--- src/rtl/mips_muldiv_pkg.sv ---
package mips_muldiv_pkg;

    // operand and architectural register width
    typedef logic [31:0] word_t;

    // raw 64-bit result before it is split into hi/lo
    typedef logic [63:0] dword_t;

    // decoded hi/lo operation from the core
    // one-cycle strobe, OP_NONE when nothing is issued
    typedef enum logic [2:0] {
        OP_NONE = 3'd0,
        MULT    = 3'd1,
        MULTU   = 3'd2,
        DIV     = 3'd3,
        DIVU    = 3'd4
    } decoded_op_t;

    // division result
    // remainder in the upper word so it lands in hi
    // quotient in the lower word for lo
    typedef struct packed {
        word_t rem;
        word_t quot;
    } divres_t;

    // one result word with two readings
    // product view for multiplies
    // remainder/quotient view for divides
    // upper 32 bits feed hi in both views
    typedef union packed {
        dword_t  product;
        divres_t div;
    } hilo_t;

    // start strobe to done for a multiply
    localparam int MULT_LATENCY = 4;

    // start strobe to done for a divide
    // load cycle, 32 shift-subtract steps, sign fix
    localparam int DIV_LATENCY = 34;

    // latency counter width, must hold DIV_LATENCY - 1
    localparam int COUNT_W = 6;

endpackage
--- src/rtl/muldiv_top.sv ---
`timescale 1ns/100ps

module muldiv_top (
    input  logic                        clk,
    input  logic                        reset,
    input  mips_muldiv_pkg::decoded_op_t op,
    input  mips_muldiv_pkg::word_t      a,
    input  mips_muldiv_pkg::word_t      b,
    input  logic                        mthi,
    input  logic                        mtlo,
    input  mips_muldiv_pkg::word_t      wdata,
    output logic                        busy,
    output logic                        done,
    output mips_muldiv_pkg::word_t      hi,
    output mips_muldiv_pkg::word_t      lo
);
    import mips_muldiv_pkg::*;

    // completed result on its way to hi/lo
    hilo_t result;

    muldiv_unit u_unit (
        .clk,
        .reset,
        .op,
        .a,
        .b,
        .busy,
        .done,
        .result
    );

    hilo_file u_hilo (
        .clk,
        .reset,
        .done,
        .result,
        .mthi,
        .mtlo,
        .wdata,
        .hi,
        .lo
    );

endmodule

--- src/rtl/hilo_file.sv ---
`timescale 1ns/100ps

module hilo_file (
    input  logic                   clk,
    input  logic                   reset,
    input  logic                   done,
    input  mips_muldiv_pkg::hilo_t result,
    input  logic                   mthi,
    input  logic                   mtlo,
    input  mips_muldiv_pkg::word_t wdata,
    output mips_muldiv_pkg::word_t hi,
    output mips_muldiv_pkg::word_t lo
);

    // upper half is hi for both product and rem/quot
    always_ff @(posedge clk) begin
        if (reset) begin
            hi <= '0;
        end else if (mthi) begin
            // move is younger in program order than the result
            hi <= wdata;
        end else if (done) begin
            hi <= result.product[63:32];
        end
    end

    always_ff @(posedge clk) begin
        if (reset) begin
            lo <= '0;
        end else if (mtlo) begin
            lo <= wdata;
        end else if (done) begin
            lo <= result.product[31:0];
        end
    end

endmodule

--- src/rtl/muldiv_unit.sv ---
`timescale 1ns/100ps

module muldiv_unit (
    input  logic                        clk,
    input  logic                        reset,
    input  mips_muldiv_pkg::decoded_op_t op,
    input  mips_muldiv_pkg::word_t      a,
    input  mips_muldiv_pkg::word_t      b,
    output logic                        busy,
    output logic                        done,
    output mips_muldiv_pkg::hilo_t      result
);
    import mips_muldiv_pkg::*;

    // idle when low, running when high
    logic               running;
    // which unit was launched
    logic               use_div;
    logic [COUNT_W-1:0] count;

    // decode of the incoming strobe
    logic is_mul_op;
    logic is_div_op;
    logic is_signed;
    logic accept;
    logic finish;

    // unit handshakes
    logic    mul_start;
    logic    div_start;
    logic    mul_valid;
    logic    div_valid;
    logic    unit_valid;
    dword_t  mul_product;
    divres_t div_result;

    assign is_mul_op = (op == MULT) || (op == MULTU);
    assign is_div_op = (op == DIV) || (op == DIVU);
    assign is_signed = (op == MULT) || (op == DIV);

    // strobes seen while running are dropped
    assign accept    = !running && (is_mul_op || is_div_op);
    assign mul_start = accept && is_mul_op;
    assign div_start = accept && is_div_op;

    assign busy = running;

    // counter expired and the launched unit agrees
    assign unit_valid = use_div ? div_valid : mul_valid;
    assign finish     = running && (count == '0) && unit_valid;

    multiplier u_mul (
        .clk,
        .reset,
        .start     (mul_start),
        .is_signed (is_signed),
        .a,
        .b,
        .product   (mul_product),
        .valid     (mul_valid)
    );

    divider u_div (
        .clk,
        .reset,
        .start     (div_start),
        .is_signed (is_signed),
        .a,
        .b,
        .result    (div_result),
        .valid     (div_valid)
    );

    always_ff @(posedge clk) begin
        if (reset) begin
            running <= 1'b0;
            use_div <= 1'b0;
            count   <= '0;
            done    <= 1'b0;
        end else begin
            done <= 1'b0;
            if (accept) begin
                running <= 1'b1;
                use_div <= is_div_op;
                // minus one since the accept edge counts
                count   <= is_div_op ? COUNT_W'(DIV_LATENCY - 1)
                                     : COUNT_W'(MULT_LATENCY - 1);
            end else if (running) begin
                if (count != '0) begin
                    count <= count - 1'b1;
                end else if (unit_valid) begin
                    running <= 1'b0;
                    done    <= 1'b1;
                end
            end
        end
    end

    // steer the launched unit into the matching union view
    always_ff @(posedge clk) begin
        if (finish) begin
            if (use_div) begin
                result.div <= div_result;
            end else begin
                result.product <= mul_product;
            end
        end
    end

endmodule

--- src/rtl/divider.sv ---
`timescale 1ns/100ps

module divider (
    input  logic                     clk,
    input  logic                     reset,
    input  logic                     start,
    input  logic                     is_signed,
    input  mips_muldiv_pkg::word_t   a,
    input  mips_muldiv_pkg::word_t   b,
    output mips_muldiv_pkg::divres_t result,
    output logic                     valid
);
    import mips_muldiv_pkg::*;

    // control
    logic       running;
    logic       fixing;
    logic [4:0] step;

    // operand signs and magnitudes
    logic  a_neg;
    logic  b_neg;
    word_t a_mag;
    word_t b_mag;

    // datapath
    word_t rem_r;
    word_t quot_r;
    word_t divisor_r;
    logic  neg_q;
    logic  neg_r;
    logic  div_zero;

    // one restoring step
    logic [32:0] shifted;
    logic [33:0] diff;

    assign a_neg = is_signed & a[31];
    assign b_neg = is_signed & b[31];
    assign a_mag = a_neg ? -a : a;
    assign b_mag = b_neg ? -b : b;

    // bring the next dividend bit into the partial remainder
    assign shifted = {rem_r, quot_r[31]};
    // trial subtract, top bit set means it did not fit
    assign diff    = {1'b0, shifted} - {2'b00, divisor_r};

    always_ff @(posedge clk) begin
        if (reset) begin
            running <= 1'b0;
            fixing  <= 1'b0;
            step    <= '0;
            valid   <= 1'b0;
        end else begin
            valid <= 1'b0;
            if (start) begin
                running <= 1'b1;
                fixing  <= 1'b0;
                step    <= '0;
            end else if (running) begin
                step <= step + 5'd1;
                // last of 32 steps, sign fix next
                if (step == 5'd31) begin
                    running <= 1'b0;
                    fixing  <= 1'b1;
                end
            end else if (fixing) begin
                fixing <= 1'b0;
                valid  <= 1'b1;
            end
        end
    end

    always_ff @(posedge clk) begin
        if (start) begin
            rem_r     <= '0;
            quot_r    <= a_mag;
            divisor_r <= b_mag;
            // quotient sign from both operands
            neg_q     <= a_neg ^ b_neg;
            // remainder follows the dividend
            neg_r     <= a_neg;
            div_zero  <= (b == '0);
        end else if (running) begin
            if (!diff[33]) begin
                rem_r  <= diff[31:0];
                quot_r <= {quot_r[30:0], 1'b1};
            end else begin
                rem_r  <= shifted[31:0];
                quot_r <= {quot_r[30:0], 1'b0};
            end
        end

        if (fixing) begin
            // x/0 gives all ones, remainder ends up equal to the dividend
            if (div_zero) begin
                result.quot <= '1;
            end else begin
                result.quot <= neg_q ? -quot_r : quot_r;
            end
            // 0x8000_0000 / -1 wraps to 0x8000_0000 with rem 0
            result.rem <= neg_r ? -rem_r : rem_r;
        end
    end

endmodule

--- src/rtl/multiplier.sv ---
`timescale 1ns/100ps

module multiplier (
    input  logic                    clk,
    input  logic                    reset,
    input  logic                    start,
    input  logic                    is_signed,
    input  mips_muldiv_pkg::word_t  a,
    input  mips_muldiv_pkg::word_t  b,
    output mips_muldiv_pkg::dword_t product,
    output logic                    valid
);
    import mips_muldiv_pkg::*;

    // stage 1: operands widened to 33 bits
    logic [32:0] a_s1;
    logic [32:0] b_s1;

    // 16-bit halves, signed views for the cross products
    logic signed [17:0] a_lo_s;
    logic signed [17:0] b_lo_s;
    logic signed [16:0] a_hi_s;
    logic signed [16:0] b_hi_s;

    // stage 2: partial products
    logic [31:0]        pp_ll;
    logic signed [34:0] pp_lh;
    logic signed [34:0] pp_hl;
    logic signed [33:0] pp_hh;

    // stage 3: cross terms folded into the low part
    logic signed [35:0] mid;
    logic signed [63:0] mid_ext;
    dword_t             low_s3;
    word_t              hh_s3;

    // valid bit per stage
    logic v1;
    logic v2;
    logic v3;

    // low halves are always unsigned, high halves carry the sign
    assign a_lo_s = $signed({2'b00, a_s1[15:0]});
    assign b_lo_s = $signed({2'b00, b_s1[15:0]});
    assign a_hi_s = $signed(a_s1[32:16]);
    assign b_hi_s = $signed(b_s1[32:16]);

    assign mid     = pp_lh + pp_hl;
    assign mid_ext = mid;

    always_ff @(posedge clk) begin
        // sign or zero extend into the extra top bit
        a_s1 <= {is_signed & a[31], a};
        b_s1 <= {is_signed & b[31], b};

        pp_ll <= a_s1[15:0] * b_s1[15:0];
        pp_lh <= a_lo_s * b_hi_s;
        pp_hl <= a_hi_s * b_lo_s;
        pp_hh <= a_hi_s * b_hi_s;

        // low part plus cross terms at weight 2^16
        low_s3 <= (mid_ext <<< 16) + {32'b0, pp_ll};
        // only the low word of hh survives the shift by 32
        hh_s3  <= pp_hh[31:0];

        product <= low_s3 + {hh_s3, 32'b0};
    end

    // valid travels with the data
    always_ff @(posedge clk) begin
        if (reset) begin
            v1    <= 1'b0;
            v2    <= 1'b0;
            v3    <= 1'b0;
            valid <= 1'b0;
        end else begin
            v1    <= start;
            v2    <= v1;
            v3    <= v2;
            valid <= v3;
        end
    end

endmodule

--- config.mk ---
export PLATFORM = sky130hd
export DESIGN_NAME = muldiv_top
export DESIGN_NICKNAME = d
export VERILOG_FILES = /design/src/rtl/mips_muldiv_pkg.sv /design/src/rtl/muldiv_top.sv /design/src/rtl/hilo_file.sv /design/src/rtl/muldiv_unit.sv /design/src/rtl/divider.sv /design/src/rtl/multiplier.sv
export SDC_FILE = /design/constraint.sdc
export NUM_CORES = 2
export LEC_CHECK = 0
export BUFFER_PORTS_ARGS = -buffer_cell sky130_fd_sc_hd__clkbuf_2
export CAP_MARGIN = 40
export CORE_ASPECT_RATIO = 2
export CORE_MARGIN = 4
export CORE_UTILIZATION = 59
export DETAILED_ROUTE_END_ITERATION = 10
export PLACE_DENSITY = 0.79
export SYNTH_ARGS = -nofsm -noshare
export SYNTH_HDL_FRONTEND = slang
export SYNTH_SLANG_ARGS = --single-unit
--- constraint.sdc ---
create_clock -name clk -period 5.8 [get_ports clk]
set_clock_uncertainty 0.2 [all_clocks]
set_input_delay 1.16 -clock clk [delete_from_list [all_inputs] [get_ports clk]]
set_output_delay 1.16 -clock clk [all_outputs]
set_load 0.02 [all_outputs]
==> results.ini <==
[synthesis]
postSynthAreaPerCell_um2 = 9.53
synth_compound_area_share_pct = 7.99
syn_inst = 6945
yosysWarnings = 0
synth_cell_types = 89
yosys.area_share.simple_pct = 14.9
syn_nets = 8537
synthFlopType = dfxtp_1
syn-cell-area_um2 = 66200
ys_ff_latch = 658
synth_top_family_by_area = adder cells
synth_commonest_cells = inv_1 (1181), fa_1 (968), nand2_1 (762)
synthAdderAreaFrac_pct = 39.1
synth.most_common_cell = inv_1
yosys-top-cells-area = fa_1 (29%), dfxtp_1 (14%), ha_1 (9.8%), edfxtp_1 (8.8%), inv_1 (6.7%)
synthArstFlopShare_pct = 0
muxShareOfSynthArea_pct = 2.17
synth-edff-count = 195
ys_seq_area_share_pct = 22.9
synth_xor_area_share_pct = 4.63
netlist.area_leader.share_pct = 29.3
synth_top_area_cell = fa_1

[sta]
fin_ws_ns = -0.602
hold_viol = 0
fmax_mhz = 156
finalCritPeriodShare_pct = 110
slew_headroom_pct = 39.8
setup_viol = 51
finalSetupTns_ns = -16.31
tightest_slew_ns = 0.880
maxSlewViolCount = 0
min_period_ns = 6.40
rsz0062_at_grt = yes

[routing]
ant_nets = 0
wirelength_um = 201000
via_per_inst = 5.75
first_pass_iters = 8
avgRoutedWirePerCell_um = 22.1
vias = 52400
drc = 0
drt_iter0_drc = 3448

[finish]
drive_above_1_share_pct = 19.3
seqCellArea_um2 = 15200
fill_cells = 7567
post-route-util_pct = 70.7
stdcell_count = 9126
multi_input_area_um2 = 47400
fin_nets = 9179
synthToLayoutAreaGrowth_pct = 18.9

[die]
rows = 173
io-pin-count = 169
die_area_um2 = 118000
die_y_um = 482
core_area_um2 = 111000
initial_core_util_pct = 59.5
die_w_um = 245

[place]
dpl.cell_count = 8871
dp_hpwl_um = 155000
port_buffers = 168
gp_congestion = 0.983

[setup_path]
cpPeakStageDelay_ns = 0.59
crit_required_ns = 6.17
ff2ff_path_depth = 24
path_depth = 24
path_max_fanout = 7
crit_buf_inv = 6
path_class = reg2reg
crit_path_start_kind = flop
crit_slowest_cell = fa_1
arrival_ns = 6.78
endpoint_kind = flop
crit_chain = buf_6 -> buf_8 -> and2_4 -> fa_1 -> inv_2 -> fa_1 -> fa_2 -> inv_2 -> fa_2 -> fa_1 -> inv_2 -> fa_1 -> inv_2 -> ha_4 -> a21o_1 -> a21oi_2 -> o21ai_2 -> a21oi_2 -> a21oi_2 -> nand2b_4 -> o41a_1 -> nand2_2 -> a31oi_2 -> xnor2_1
crit_family = adder cells

[clocking]
cts.clk_slew.worst_paths_ns = 0.07
cts_made_buffers = 58
cts.sinks = 658
htreeDepth = 2
clock_latency_ns = 0.70
cts_tree = done
root_buffer = clkbuf_16
clockBufferDepth = 3

[worst_hold_path]
min_delay_path_depth = 0
hold_path_class = reg2reg

[run_status]
status = complete, but fails checks
violations = negative setup slack

[run]
cap_viol_max_count = 0

[global_route]
grt_max_degree = 66
grt_pass1_wl_um = 305000
track_usage_pct = 33.7
overflow = 0
antenna_found_initial = 14
grt_pass1_vias = 57100

==> final timing paths <==
check | start | endpoint | slack [ns]
setup / recovery | u_unit.u_mul.b_s1[7] | u_unit.u_mul.pp_hl[33] | -0.60
hold / removal | u_unit.u_mul.low_s3[21] | u_unit.u_mul.product[21] | 0.11
setup reg to reg | u_unit.u_mul.b_s1[7] | u_unit.u_mul.pp_hl[33] | -0.60
hold reg to reg | u_unit.u_mul.low_s3[21] | u_unit.u_mul.product[21] | 0.11
==> per-layer routing <==
metal | share of wire [%] | wire length [um] | up-vias | global-route usage (%)
li1 | - | - | 23200 | -
met2 | 51 | 103000 | 2297 | 60.8
met1 | 30 | 60400 | 25900 | 31.8
met4 | 13 | 25400 | 10 | 32.2
met3 | 6.4 | 12900 | 1073 | 5.49
met5 | 0.028 | 57 | - | 0
==> per-stage QoR <==
step	setup WS (ns)	hold WS, ns	area [um2]
after floorplan	-0.396	0.110	66700
after global placement	-0.737	0.110	73000
after detailed placement	-0.829	0.112	73100
after CTS	-0.498	0.109	77500
after global routing	-0.835	0.127	78700
final	-0.602	0.113	78700
==> state kept, by name, summed over array words and instances, names as in the netlist, 33 cells and up <==
name,cells
u_unit.u_div.result,64
u_unit.result,64
u_unit.u_mul.pp_lh,34
u_unit.u_mul.low_s3,52
u_unit.u_mul.pp_hl,34
u_unit.u_mul.product,64
u_unit.u_mul.b_s1,33
u_unit.u_mul.a_s1,33
==> layout make-up <==
| type | count | share of cell area, % |
|---|---|---|
| tap | 1487 | 2.36 |
| clock buffer | 76 | 2.14 |
| timing repair buffer | 867 | 9.72 |
| antenna | 3 | 0.00954 |
| multi-input combinational | 4819 | 60.2 |
| sequential | 658 | 19.4 |
| clock inverter | 33 | 0.526 |
| inverter | 1183 | 5.64 |
==> layout by cell type (no fill, tap or decap), types with 67 or more instances in the layout <==
cell type and n:
clkbuf_16 67, clkbuf_2 169, inv_1 1120, ha_1 480, o21ai_0 159, a21oi_1 226
buf_6 75, edfxtp_1 195, buf_12 73, a21o_1 75, fa_1 937, dfxtp_1 412
nand2_1 741, and2_1 503, nor2_1 298, xor2_1 100, buf_4 520, mux2i_1 69
xnor2_1 230
==> worst reg2reg max path: stages, from the launching register on <==
cell	delay, ns
dfxtp_4	0.41
buf_6	0.16
buf_8	0.13
and2_4	0.14
fa_1	0.56
inv_2	0.05
fa_1	0.53
fa_2	0.57
inv_2	0.05
fa_2	0.47
fa_1	0.59
inv_2	0.05
fa_1	0.52
inv_2	0.05
ha_4	0.15
a21o_1	0.20
a21oi_2	0.18
o21ai_2	0.09
a21oi_2	0.18
a21oi_2	0.08
nand2b_4	0.16
o41a_1	0.41
nand2_2	0.10
a31oi_2	0.10
xnor2_1	0.19
==> what timing repair did <==
action	CTS	global route
resized for setup	362	221
pin swaps	184	219
hold buffers	0	0
endpoints found under the setup margin	62	64
setup buffers	97	71
cloned	7	3
==> kinds of logic (layout without fill, tap and decap cells) <==
kind of cell | count (synthesis) | after routing
other cells | 0 | 3
fa+ha+maj | 1489 | 1489
xor+xnor | 350 | 350
mux | 135 | 135
compound gates | 843 | 843
flops | 658 | 658
buf+inv | 1468 | 2159
simple gates | 2002 | 2002
Power is left out: the tool's default activity adds up to more than one toggle a clock period on the data nets, which glitch-free logic cannot reach.
